==> config.mk <==
export PLATFORM = sky130hd
export DESIGN_NAME = openram_testchip
export DESIGN_NICKNAME = d
export VERILOG_FILES = /design/src/source/openram_port_pkg.sv /design/src/source/openram_word_pkg.sv /design/src/source/openram_testchip.sv /design/src/source/sram_port_ctrl.sv /design/src/source/test_word_register.sv
export VERILOG_INCLUDE_DIRS = /design/src /design/src/include
export SDC_FILE = /design/constraint.sdc
export NUM_CORES = 1
export LEC_CHECK = 0
export ABC_AREA = 1
export BUFFER_PORTS_ARGS = -buffer_cell sky130_fd_sc_hd__buf_2
export CAP_MARGIN = 10
export CORE_AREA = 2 2 548 550
export CTS_CLUSTER_DIAMETER = 40
export DETAILED_ROUTE_END_ITERATION = 8
export DIE_AREA = 0 0 550 552
export REMOVE_ABC_BUFFERS = 1
export SLEW_MARGIN = 0
export SYNTH_ARGS = -nofsm -noshare
export SYNTH_HDL_FRONTEND = slang
export SYNTH_SLANG_ARGS = --single-unit
==> constraint.sdc <==
create_clock -name clk -period 2.4 [get_ports clk]
set_input_delay 0.24 -clock clk [delete_from_list [all_inputs] [get_ports clk]]
set_output_delay 0.24 -clock clk [all_outputs]
set_load 0.02 [all_outputs]
==> src/include/openram_config.svh <==
`ifndef OPENRAM_CONFIG_SVH
`define OPENRAM_CONFIG_SVH

// data word of one macro port
`define OPENRAM_DATA_SIZE 32

// widest address over all macros
`define OPENRAM_ADDR_SIZE 16

// one mask bit per data byte
`define OPENRAM_WMASK_SIZE 4

// chip-select field at the top of the test word
`define OPENRAM_SELECT_SIZE 4

// macros hanging off the shared port buses
`define OPENRAM_MAX_CHIPS 16

`endif

==> src/source/openram_port_pkg.sv <==
`default_nettype none

`include "openram_config.svh"

package openram_port_pkg;

	// values seen on the shared sram port buses
	typedef logic [`OPENRAM_ADDR_SIZE-1:0] sram_addr_t;
	typedef logic [`OPENRAM_DATA_SIZE-1:0] sram_data_t;
	typedef logic [`OPENRAM_WMASK_SIZE-1:0] sram_wmask_t; // byte write mask

	// index of the macro under test
	typedef logic [`OPENRAM_SELECT_SIZE-1:0] chip_sel_t;

	// one active-low select per macro, bit k goes to macro k
	typedef logic [`OPENRAM_MAX_CHIPS-1:0] csb_vec_t;

endpackage

`default_nettype wire

==> src/source/openram_word_pkg.sv <==
`default_nettype none

package openram_word_pkg;
	import openram_port_pkg::*;

	// command for one macro port, msb first
	typedef struct packed {
		sram_addr_t addr;
		sram_data_t din;   // write data, overwritten by capture
		logic csb;         // active low
		logic web;         // active low write enable
		sram_wmask_t wmask;
	} port_cmd_t;

	// full test word as the scan chain holds it
	typedef struct packed {
		chip_sel_t chip_select; // top bits, shifted out first
		port_cmd_t port0;
		port_cmd_t port1;       // bottom bits, nearest the scan input
	} test_word_fields_t;

	// the same word seen as a plain bit chain or as command fields
	typedef union packed {
		logic [$bits(test_word_fields_t)-1:0] raw;
		test_word_fields_t fields;
	} test_word_u;

	localparam int TEST_WORD_BITS = $bits(test_word_u);

endpackage

`default_nettype wire

==> src/source/openram_testchip.sv <==
`timescale 1ns/1ps
`default_nettype none

`include "openram_config.svh"

module openram_testchip
	import openram_port_pkg::*, openram_word_pkg::*;
(
	input wire logic clk,
	input wire logic resetn,

	// test controls
	input wire logic gpio_i,
	input wire logic gpio_scan_i,
	input wire logic gpio_sram_load_i,
	input wire logic la_in_load_i,
	input wire logic [TEST_WORD_BITS-1:0] la_data_i,
	input wire logic la_sram_load_i,
	input wire logic global_csb_i,

	// read data coming back from the macros
	input wire sram_data_t sram_rdata0_i [`OPENRAM_MAX_CHIPS],
	input wire sram_data_t sram_rdata1_i [`OPENRAM_MAX_CHIPS],

	// word readout
	output wire logic [TEST_WORD_BITS-1:0] la_data_o,
	output wire logic gpio_o,

	output wire sram_addr_t addr0_o,
	output wire sram_data_t din0_o,
	output wire logic web0_o,
	output wire sram_wmask_t wmask0_o,
	output wire csb_vec_t csb0_o,

	output wire sram_addr_t addr1_o,
	output wire sram_data_t din1_o,
	output wire logic web1_o,
	output wire sram_wmask_t wmask1_o,
	output wire csb_vec_t csb1_o
);

	test_word_u test_word;

	test_word_register u_word (
		.clk(clk),
		.resetn(resetn),
		.gpio_i(gpio_i),
		.gpio_scan_i(gpio_scan_i),
		.gpio_sram_load_i(gpio_sram_load_i),
		.la_in_load_i(la_in_load_i),
		.la_data_i(la_data_i),
		.la_sram_load_i(la_sram_load_i),
		.sram_rdata0_i(sram_rdata0_i),
		.sram_rdata1_i(sram_rdata1_i),
		.test_word_o(test_word),
		.la_data_o(la_data_o),
		.gpio_o(gpio_o)
	);

	// port buses follow the word with no extra register stage
	sram_port_ctrl u_port (
		.test_word_i(test_word),
		.global_csb_i(global_csb_i),
		.addr0_o(addr0_o),
		.din0_o(din0_o),
		.web0_o(web0_o),
		.wmask0_o(wmask0_o),
		.csb0_o(csb0_o),
		.addr1_o(addr1_o),
		.din1_o(din1_o),
		.web1_o(web1_o),
		.wmask1_o(wmask1_o),
		.csb1_o(csb1_o)
	);

endmodule

`default_nettype wire

==> src/source/sram_port_ctrl.sv <==
`timescale 1ns/1ps
`default_nettype none

module sram_port_ctrl
	import openram_port_pkg::*, openram_word_pkg::*;
(
	input wire test_word_u test_word_i,
	input wire logic global_csb_i, // high blocks every macro

	// shared port 0 bus
	output sram_addr_t addr0_o,
	output sram_data_t din0_o,
	output logic web0_o,
	output sram_wmask_t wmask0_o,
	output csb_vec_t csb0_o,

	// shared port 1 bus
	output sram_addr_t addr1_o,
	output sram_data_t din1_o,
	output logic web1_o,
	output sram_wmask_t wmask1_o,
	output csb_vec_t csb1_o
);

	test_word_fields_t cmd;
	logic csb0_gated;
	logic csb1_gated;

	// puts one select value at the chosen macro, all other macros stay off
	function automatic csb_vec_t place_csb(input logic csb, input chip_sel_t sel);
		csb_vec_t vec;
		vec = '1;
		vec[sel] = csb;
		return vec;
	endfunction

	assign cmd = test_word_i.fields;

	// every macro sees the same address, data and write controls
	assign addr0_o = cmd.port0.addr;
	assign din0_o = cmd.port0.din;
	assign web0_o = cmd.port0.web;
	assign wmask0_o = cmd.port0.wmask;

	assign addr1_o = cmd.port1.addr;
	assign din1_o = cmd.port1.din;
	assign web1_o = cmd.port1.web;
	assign wmask1_o = cmd.port1.wmask;

	assign csb0_gated = global_csb_i | cmd.port0.csb;
	assign csb1_gated = global_csb_i | cmd.port1.csb;

	assign csb0_o = place_csb(csb0_gated, cmd.chip_select);
	assign csb1_o = place_csb(csb1_gated, cmd.chip_select);

	// never more than one macro enabled per port
	always_comb begin
		a_csb0_single: assert ($onehot0(~csb0_o))
			else $error("csb0_o enables more than one macro");
		a_csb1_single: assert ($onehot0(~csb1_o))
			else $error("csb1_o enables more than one macro");
	end

endmodule

`default_nettype wire

==> src/source/test_word_register.sv <==
`timescale 1ns/1ps
`default_nettype none

`include "openram_config.svh"

module test_word_register
	import openram_port_pkg::*, openram_word_pkg::*;
(
	input wire logic clk,
	input wire logic resetn,

	// serial path from the gpio pin
	input wire logic gpio_i,
	input wire logic gpio_scan_i,
	input wire logic gpio_sram_load_i,

	// parallel path from the logic analyzer
	input wire logic la_in_load_i,
	input wire logic [TEST_WORD_BITS-1:0] la_data_i,
	input wire logic la_sram_load_i,

	// read data of every macro, both ports
	input wire sram_data_t sram_rdata0_i [`OPENRAM_MAX_CHIPS],
	input wire sram_data_t sram_rdata1_i [`OPENRAM_MAX_CHIPS],

	output test_word_u test_word_o,
	output logic [TEST_WORD_BITS-1:0] la_data_o,
	output logic gpio_o
);

	test_word_u word_q;
	test_word_u word_ctrl; // word with both din fields cleared
	sram_data_t rdata0_sel;
	sram_data_t rdata1_sel;
	logic capture;

	assign capture = gpio_sram_load_i | la_sram_load_i; // either trigger captures

	// the word's own select field picks the macro to read back
	assign rdata0_sel = sram_rdata0_i[word_q.fields.chip_select];
	assign rdata1_sel = sram_rdata1_i[word_q.fields.chip_select];

	// scan beats load, load beats capture
	always_ff @(posedge clk) begin
		if (!resetn) begin
			word_q <= '0;
		end else if (gpio_scan_i) begin
			word_q.raw <= {word_q.raw[TEST_WORD_BITS-2:0], gpio_i};
		end else if (la_in_load_i) begin
			word_q.raw <= la_data_i;
		end else if (capture) begin
			word_q.fields.port0.din <= rdata0_sel;
			word_q.fields.port1.din <= rdata1_sel;
		end
	end

	assign test_word_o = word_q;
	assign la_data_o = word_q.raw;
	assign gpio_o = word_q.raw[TEST_WORD_BITS-1]; // scan out from the top

	always_comb begin
		word_ctrl = word_q;
		word_ctrl.fields.port0.din = '0;
		word_ctrl.fields.port1.din = '0;
	end

	// a capture only touches the two data fields, the macro it reads from stays put
	property p_capture_keeps_control;
		@(posedge clk) disable iff (!resetn)
		(capture && !gpio_scan_i && !la_in_load_i) |=> (word_ctrl == $past(word_ctrl));
	endproperty

	a_capture_keeps_control: assert property (p_capture_keeps_control)
		else $error("capture changed bits outside the din fields");

endmodule

`default_nettype wire

==> results of run 1 <==
==> worst min path at each step <==
stage	startpoint	endpoint	slack, ns	cells past startpoint
4_1_cts	la_data_i[102]	u_word.la_data_o[102]	0.0007	3
3_3_place_gp	la_data_i[92]	u_word.la_data_o[92]	0.47	3
2_1_floorplan	resetn	u_word.la_data_o[0]	0.37	2
6_report	la_data_i[49]	u_word.la_data_o[49]	0.05	3
3_5_place_dp	la_data_i[4]	u_word.la_data_o[4]	0.47	3
5_1_grt	la_data_i[49]	u_word.la_data_o[49]	0.02	3
==> worst min-delay path, delay by kind of cell <==
| family | cells | cell delay [ns] |
|---|---|---|
| buffers and inverters | 1 | 0.08 |
| AND/OR/NAND/NOR | 2 | 0.12 |
==> layout make-up <==
class	instances	area [µm²]	share of cell area
multi-input cells	3388	13600	0.438
repair buffers	1609	9600	0.310
well taps	3958	4950	0.160
flip-flops and latches	112	2250	0.0727
clock buffers	9	225	0.00727
diodes	81	203	0.00654
inverters	9	80.1	0.00259
clock inverters	7	73.8	0.00238
repair inverters	2	28.8	0.000929
==> timing repair <==
item | 4_1_cts | 5_1_grt
buffers inserted | 5 | 5
pin swaps | 2 | 4
setup endpoints to repair | 58 | 46
endpoints found under the hold margin | 24 | 0
cloned | 5 | 3
gates resized for setup | 57 | 42
hold buffers | 24 | 0
==> metal layers <==
| layer | up-vias | share of wire |
|---|---|---|
| met5 | - | 0.0055 |
| met4 | 178 | 0.041 |
| met3 | 534 | 0.11 |
| met2 | 1790 | 0.47 |
| met1 | 13200 | 0.37 |
| li1 | 14300 | - |
==> power by group <==
group	internal (µW)	total, µW	switching, µW
combinational	2380	6830	4450
sequential	2010	2280	264
clock	745	1900	1150
total	5140	11000	5870
==> cells by family (layout without fill, tap and decap cells) <==
kind of cell,count (synthesis),after routing,synth area share
other,0,81,0
and+or+nand+nor,3148,3148,0.667
DFF,112,112,0.126
AOI/OAI and AO/OA,240,240,0.0773
buffers and inverters,392,1636,0.130
==> cell usage in the layout, fill, tap and decap left out, drive strengths merged, types with 24 or more instances in the layout <==
cell type    instances
dlygate4sd3         24
o221ai              48
nor2               184
buf               1581
diode               81
nand2             2883
dfxtp              112
nand3               32
nor3                49
o21ai               64
a21oi              128
==> per-stage QoR <==
step	std cells	cell area, µm²
2_1_floorplan	3509	15600
3_3_place_gp	9039	29600
3_5_place_dp	9039	29600
4_1_cts	9088	30500
5_1_grt	9143	30900
6_report	9175	31000
==> metrics.md, run 1 <==
| Metric | Value |
|---|---|
| Period minus WS final | 2.34 ns |
| Final Cycle Share | 0.975 |
| CTS tree | yes |
| Max cap viols | 0 |
| Final wirelength | 218000 µm |
| CP dominant cell by count | nand2_1 |
| Top Usage Layer GRT | met2 |
| Crit path arrival time | 2.67 ns |
| Vias | 30000 |
| Synth cell count leaders | nand2_1, nor2_1, buf_2, buf_4, a21oi_1 |
| Total power | 11000 µW |
| Max reg flops | 112 |
| Mapped cell area | 17900 µm² |
| Post-DP HPWL | 186000 µm |
| Post-DRT Antenna Nets | 0 |
| Die height | 552 µm |
| Clk root buf | clkbuf_16 |
| Die width | 550 µm |
| Rel. slew slack | 0.532 |
| DR vias/cell | 3.27 |
| Post-synthesis cell type count | 19 |
| Critical Path Sink | u_word.la_data_o[24] |
| Largest cells by area after synthesis | nand2_1, dfxtp_1, buf_4 |
| Yosys top cell by area | nand2_1 |
| Reg2Reg Capture Point | u_word.la_data_o[24] |
| Peak supply drop | 0.347 mV |
| Outcome | complete, no violations |
| Clock slew at reported path FFs | 0.13 ns |
| First DRT Iteration DRCs | 2286 |
| Most frequent cell after synthesis | nand2_1 |
| Register-to-register setup slack | 0.06 ns |
| Core ar. | 298000 µm² |
| First-pass iteration count of the detailed router | 6 |
| Routed len/inst | 23.8 µm |
| Met3 Use GR | 0.0621 |
| Max Fanout on Critical Path | 30 |
| Layout cells sized above 1 | 0.327 |
| GRT Util Overall | 0.136 |
| Worst Reg-to-Reg Cells | 15 |
| Setup crit end kind | register |
| WP depth | 15 |
| FP Rows | 201 |
| WP buf/inv | 5 |
| Largest net degree at the start of global routing | 69 |
| Crit path largest cell delay | 0.41 ns |
| Final setup vio count | 0 |
| Clock sink count | 112 |
| Met1 Usage GRT | 0.145 |
| Crit-path cells | buf_4 > buf_16 > buf_12 > buf_6 > nand2_1 > nand2_2 > buf_12 > nand2_4 > nand2_1 > nand2_1 > nand2_1 > o21ai_2 > nand2_1 > nand2_1 > a21oi_1 |
| Die footprint | 304000 µm² |
| RSZ-0062 raised after global routing | true |
| Synth warnings | 0 |
| Final net count | 6275 |
| Gpl congestion | 0.931 |
| Setup Skew | 0.0389 ns |
| Type of origin of the critical path | register |
| Fmax | 0.427 GHz |
| Reg2Reg Launch Point | u_word.la_data_o[108] |
| Antenna violations before repair | 253 |
| Critical path's slowest cell | dfxtp_4 |
| Asr flop ratio synth | 0 |
| I/O Buffers | 1394 |
| Slew Viols, Final | 0 |
| Pwr Density | 355 nW/µm² |
| Worst-case clock buffer depth | 2 |
| Critical path type | reg2reg |
| Flops & latches, synth | 112 |
| Fill cell count | 35700 |
| Clk_lat worst skew | 0.45 ns |
| Least-Margin Pin Slew | 0.702 ns |
| Final Hold Viols | 0 |
| Top_reg_cell synth | dfxtp_1 |
| Post-synth top area share | 0.606 |
| Seq/Total Area, Yosys | 0.126 |
| Dpl ws | -0.528 ns |
| Remaining DRCs | 0 |
| Critical Path RT | 2.73 ns |
| Ports | 1395 |
| H-tree depth | 3 |
| Global-route wire length before repair | 270000 µm |
| Starting Density | 0.0599 |
| Fin util | 0.104 |
| P_leak | 0.0170 µW |
| Area Overhead vs Synth | 73.4% |
| GR met2 Demand/Resource | 0.233 |
| Syn Inst Count | 3892 |
| GRT Residual Overflow | 0 |
| Hold crit path type | in2reg |
| Crit. Startpoint | u_word.la_data_o[108] |
| Final WS setup | 0.0600 ns |
| Hold WS | 0.0511 ns |
| Number of flops mapped to enable cells by yosys | 0 |
| CP top delay family | buffers and inverters |
| Setup_tns | 0 ns |
| Vias in the first global route | 28000 |
| CTS buffer count | 9 |
| Syn avg cell area | 4.59 µm² |
No activity file was read; power rests on OpenSTA's default activity.
==> run 2, diff against run 1 <==
--- a/config.mk
+++ b/config.mk
@@ -9,12 +9,13 @@
 export ABC_AREA = 1
 export BUFFER_PORTS_ARGS = -buffer_cell sky130_fd_sc_hd__buf_2
 export CAP_MARGIN = 10
-export CORE_AREA = 2 2 548 550
+export CORE_AREA = 2 2 547 549
 export CTS_CLUSTER_DIAMETER = 40
 export DETAILED_ROUTE_END_ITERATION = 8
-export DIE_AREA = 0 0 550 552
+export DIE_AREA = 0 0 549 551
 export REMOVE_ABC_BUFFERS = 1
 export SLEW_MARGIN = 0
 export SYNTH_ARGS = -nofsm -noshare
 export SYNTH_HDL_FRONTEND = slang
+export SYNTH_HIERARCHICAL = 1
 export SYNTH_SLANG_ARGS = --single-unit
==> metrics.md, run 2 <==
| Metric | Value |
|---|---|
| DR vias/cell | 3.33 |
| Critical Path RT | 2.75 ns |
| Worst Reg-to-Reg Cells | 11 |
| Period minus WS final | 2.31 ns |
| Clk_lat worst skew | 0.48 ns |
| Post-synthesis cell type count | 20 |
| Post-synth top area share | 0.293 |
| Setup_tns | 0 ns |
| Pwr Density | 355 nW/µm² |
| FP Rows | 200 |
| Syn avg cell area | 4.86 µm² |
| Vias | 30700 |
| Asr flop ratio synth | 0 |
| Fin util | 0.108 |
| Crit path arrival time | 2.66 ns |
| First DRT Iteration DRCs | 2638 |
| Slew Viols, Final | 0 |
| P_leak | 0.0183 µW |
| GRT Util Overall | 0.140 |
| Largest net degree at the start of global routing | 80 |
| Most frequent cells in the layout | nand2_1, buf_2, inv_1 |
| Syn Inst Count | 4067 |
| Max reg flops | 112 |
| Largest family of logic cells by synthesized area | simple AND/OR/NAND/NOR gates |
| Multiplexer share of the synthesized area | 0 |
| Final net count | 6351 |
| Die height | 551 µm |
| Largest cells by area after synthesis | nand2_1, nand3_1, inv_1 |
| Top_reg_cell synth | dfxtp_1 |
| I/O Buffers | 1394 |
| Final WS setup | 0.0891 ns |
| Hold Crit Depth | 3 |
| Core ar. | 296000 µm² |
| Rel. slew slack | 0.476 |
| Most common cell after layout, fill and taps aside | nand2_1 |
| Die width | 549 µm |
| Worst-case clock buffer depth | 2 |
| Clk root buf | clkbuf_16 |
| Final Cycle Share | 0.963 |
| Final setup vio count | 0 |
| Seq/Total Area, Yosys | 0.114 |
| Post-DP HPWL | 191000 µm |
| Routed len/inst | 24.2 µm |
| Hold crit path type | in2reg |
| Area Overhead vs Synth | 61.3% |
| Synth warnings | 6 |
| Gpl congestion | 0.961 |
| Outcome | complete, no violations |
| Synth cell count leaders | nand2_1, inv_1, nand3_1, buf_4, buf_2 |
| RSZ-0062 raised after global routing | false |
| First-pass iteration count of the detailed router | 8 |
| GRT Residual Overflow | 0 |
| Vias in the first global route | 28900 |
| Peak supply drop | 0.360 mV |
| Post-synthesis simple-gate area fraction | 0.502 |
| Ports | 1395 |
| Register-to-register setup slack | 0.09 ns |
| Final wirelength | 223000 µm |
| Remaining DRCs | 0 |
| Most frequent cell after synthesis | nand2_1 |
| Number of flops mapped to enable cells by yosys | 0 |
| Critical path type | reg2reg |
| Max cap viols | 0 |
| Post-DRT Antenna Nets | 0 |
| Layout cells sized above 1 | 0.310 |
| Post-synthesis xor/xnor area fraction | 0 |
| Clock slew at reported path FFs | 0.14 ns |
| Max Fanout on Critical Path | 27 |
| Yosys top cell by area | nand2_1 |
| Fmax | 0.433 GHz |
| Die footprint | 302000 µm² |
| Reg2Reg Capture Point | u_word/la_data_o[25] |
| Final Hold Viols | 0 |
| Reg2Reg Launch Point | u_word/la_data_o[108] |
| Antenna violations before repair | 221 |
| Compound-gate portion of the synthesized area | 0.0744 |
| Hold_sp | gpio_i |
| Setup crit end kind | register |
| H-tree depth | 3 |
| CTS buffer count | 9 |
| Flops & latches, synth | 112 |
| Clock sink count | 112 |
| Least-Margin Pin Slew | 0.786 ns |
| Hold EP | u_word/la_data_o[0] |
| Hold WS | 0.0886 ns |
| Mapped cell area | 19800 µm² |
| Starting Density | 0.0667 |
| Setup Skew | 0.0347 ns |
| CTS tree | yes |
| Type of origin of the critical path | register |
| Adder-Cell Fraction of Synth Area | 0 |
| Global-route wire length before repair | 278000 µm |
| Dpl ws | -0.0916 ns |
[run 2: changes by cell type in the layout (fill, tap and decap cells not counted), moves of 32 or more]
cell,delta
nand2_1,-1305
inv_1,+834
nand3_1,+695
nor2_1,-84
o21ai_0,+68
a21oi_1,-64
o22ai_1,+64
nor3_1,-47
o21ai_1,-46
nand2_2,-32
[run 2: cell families after synthesis]
group | after synthesis
compound gates | 243
buf+inv | 1330
flops | 112
simple gates | 2382
[run 2: how the worst max path moves through the flow]
stage | end | from | depth (start not counted) | slack (ns)
2_1_floorplan | u_word/la_data_o[14] | u_word/la_data_o[108] | 9 | -15.93
3_3_place_gp | u_word/la_data_o[60] | u_word/la_data_o[108] | 11 | -0.12
3_5_place_dp | u_word/la_data_o[60] | u_word/la_data_o[108] | 11 | -0.09
4_1_cts | la_data_o[108] | u_word/la_data_o[108] | 6 | -0.01
5_1_grt | csb0_o[2] | u_word/la_data_o[109] | 6 | 0.002
6_report | u_word/la_data_o[25] | u_word/la_data_o[108] | 11 | 0.09
[run 2: final cells by class]
cell class	count	area, µm²
Fill cell	35400	264000
Multi-Input combinational cell	2625	11400
Timing Repair Buffer	1615	9510
Tap cell	3939	4930
Inverter	844	3200
Sequential cell	112	2250
Clock buffer	9	225
Antenna cell	77	193
Clock inverter	7	93.8
[run 2: per-layer routing]
metal / vias up / share of wire / routed length (µm) / GRT usage
li1: 14400 / - / - / -
met1: 13900 / 0.40 / 88500 / 0.162
met2: 1800 / 0.47 / 105000 / 0.243
met3: 472 / 0.089 / 19900 / 0.0442
met4: 114 / 0.038 / 8530 / 0.0448
met5: - / 0.0034 / 749 / 0
[run 2: repair_timing]
action	CTS	global route
buffers inserted	8	2
gates resized for setup	10	12
endpoints found under the setup margin	33	14
endpoints found under the hold margin	45	0
gates cloned	3	2
pin swaps	0	0
hold buffers	45	0
[run 2: worst max-delay path, stage by stage (launching register included)]
cell and delay (ns):
dfxtp_4 0.46, buf_4 0.18, buf_4 0.12, buf_12 0.15, buf_8 0.22, nand2_1 0.09
nand3_1 0.08, nand3_1 0.19, nand2_1 0.16, nand2_1 0.21, nand3_1 0.18, a21oi_1 0.07
[run 2: per-stage QoR]
step                total power [µW]  instances  area, µm²
global route                   12200       9187      31800
global placement                9310       9075      30600
CTS                            11700       9147      31500
detailed placement              9250       9075      30600
floorplan                       5450       3581      16800
finish                         11300       9228      31900
[run 2: where the power goes]
part           leakage, µW  switching (µW)  total, µW  internal [µW]
clock             0.000155            1330       2110            777
sequential        0.000934             420       2450           2030
combinational       0.0172            4380       6760           2380
total               0.0183            6130      11300           5190
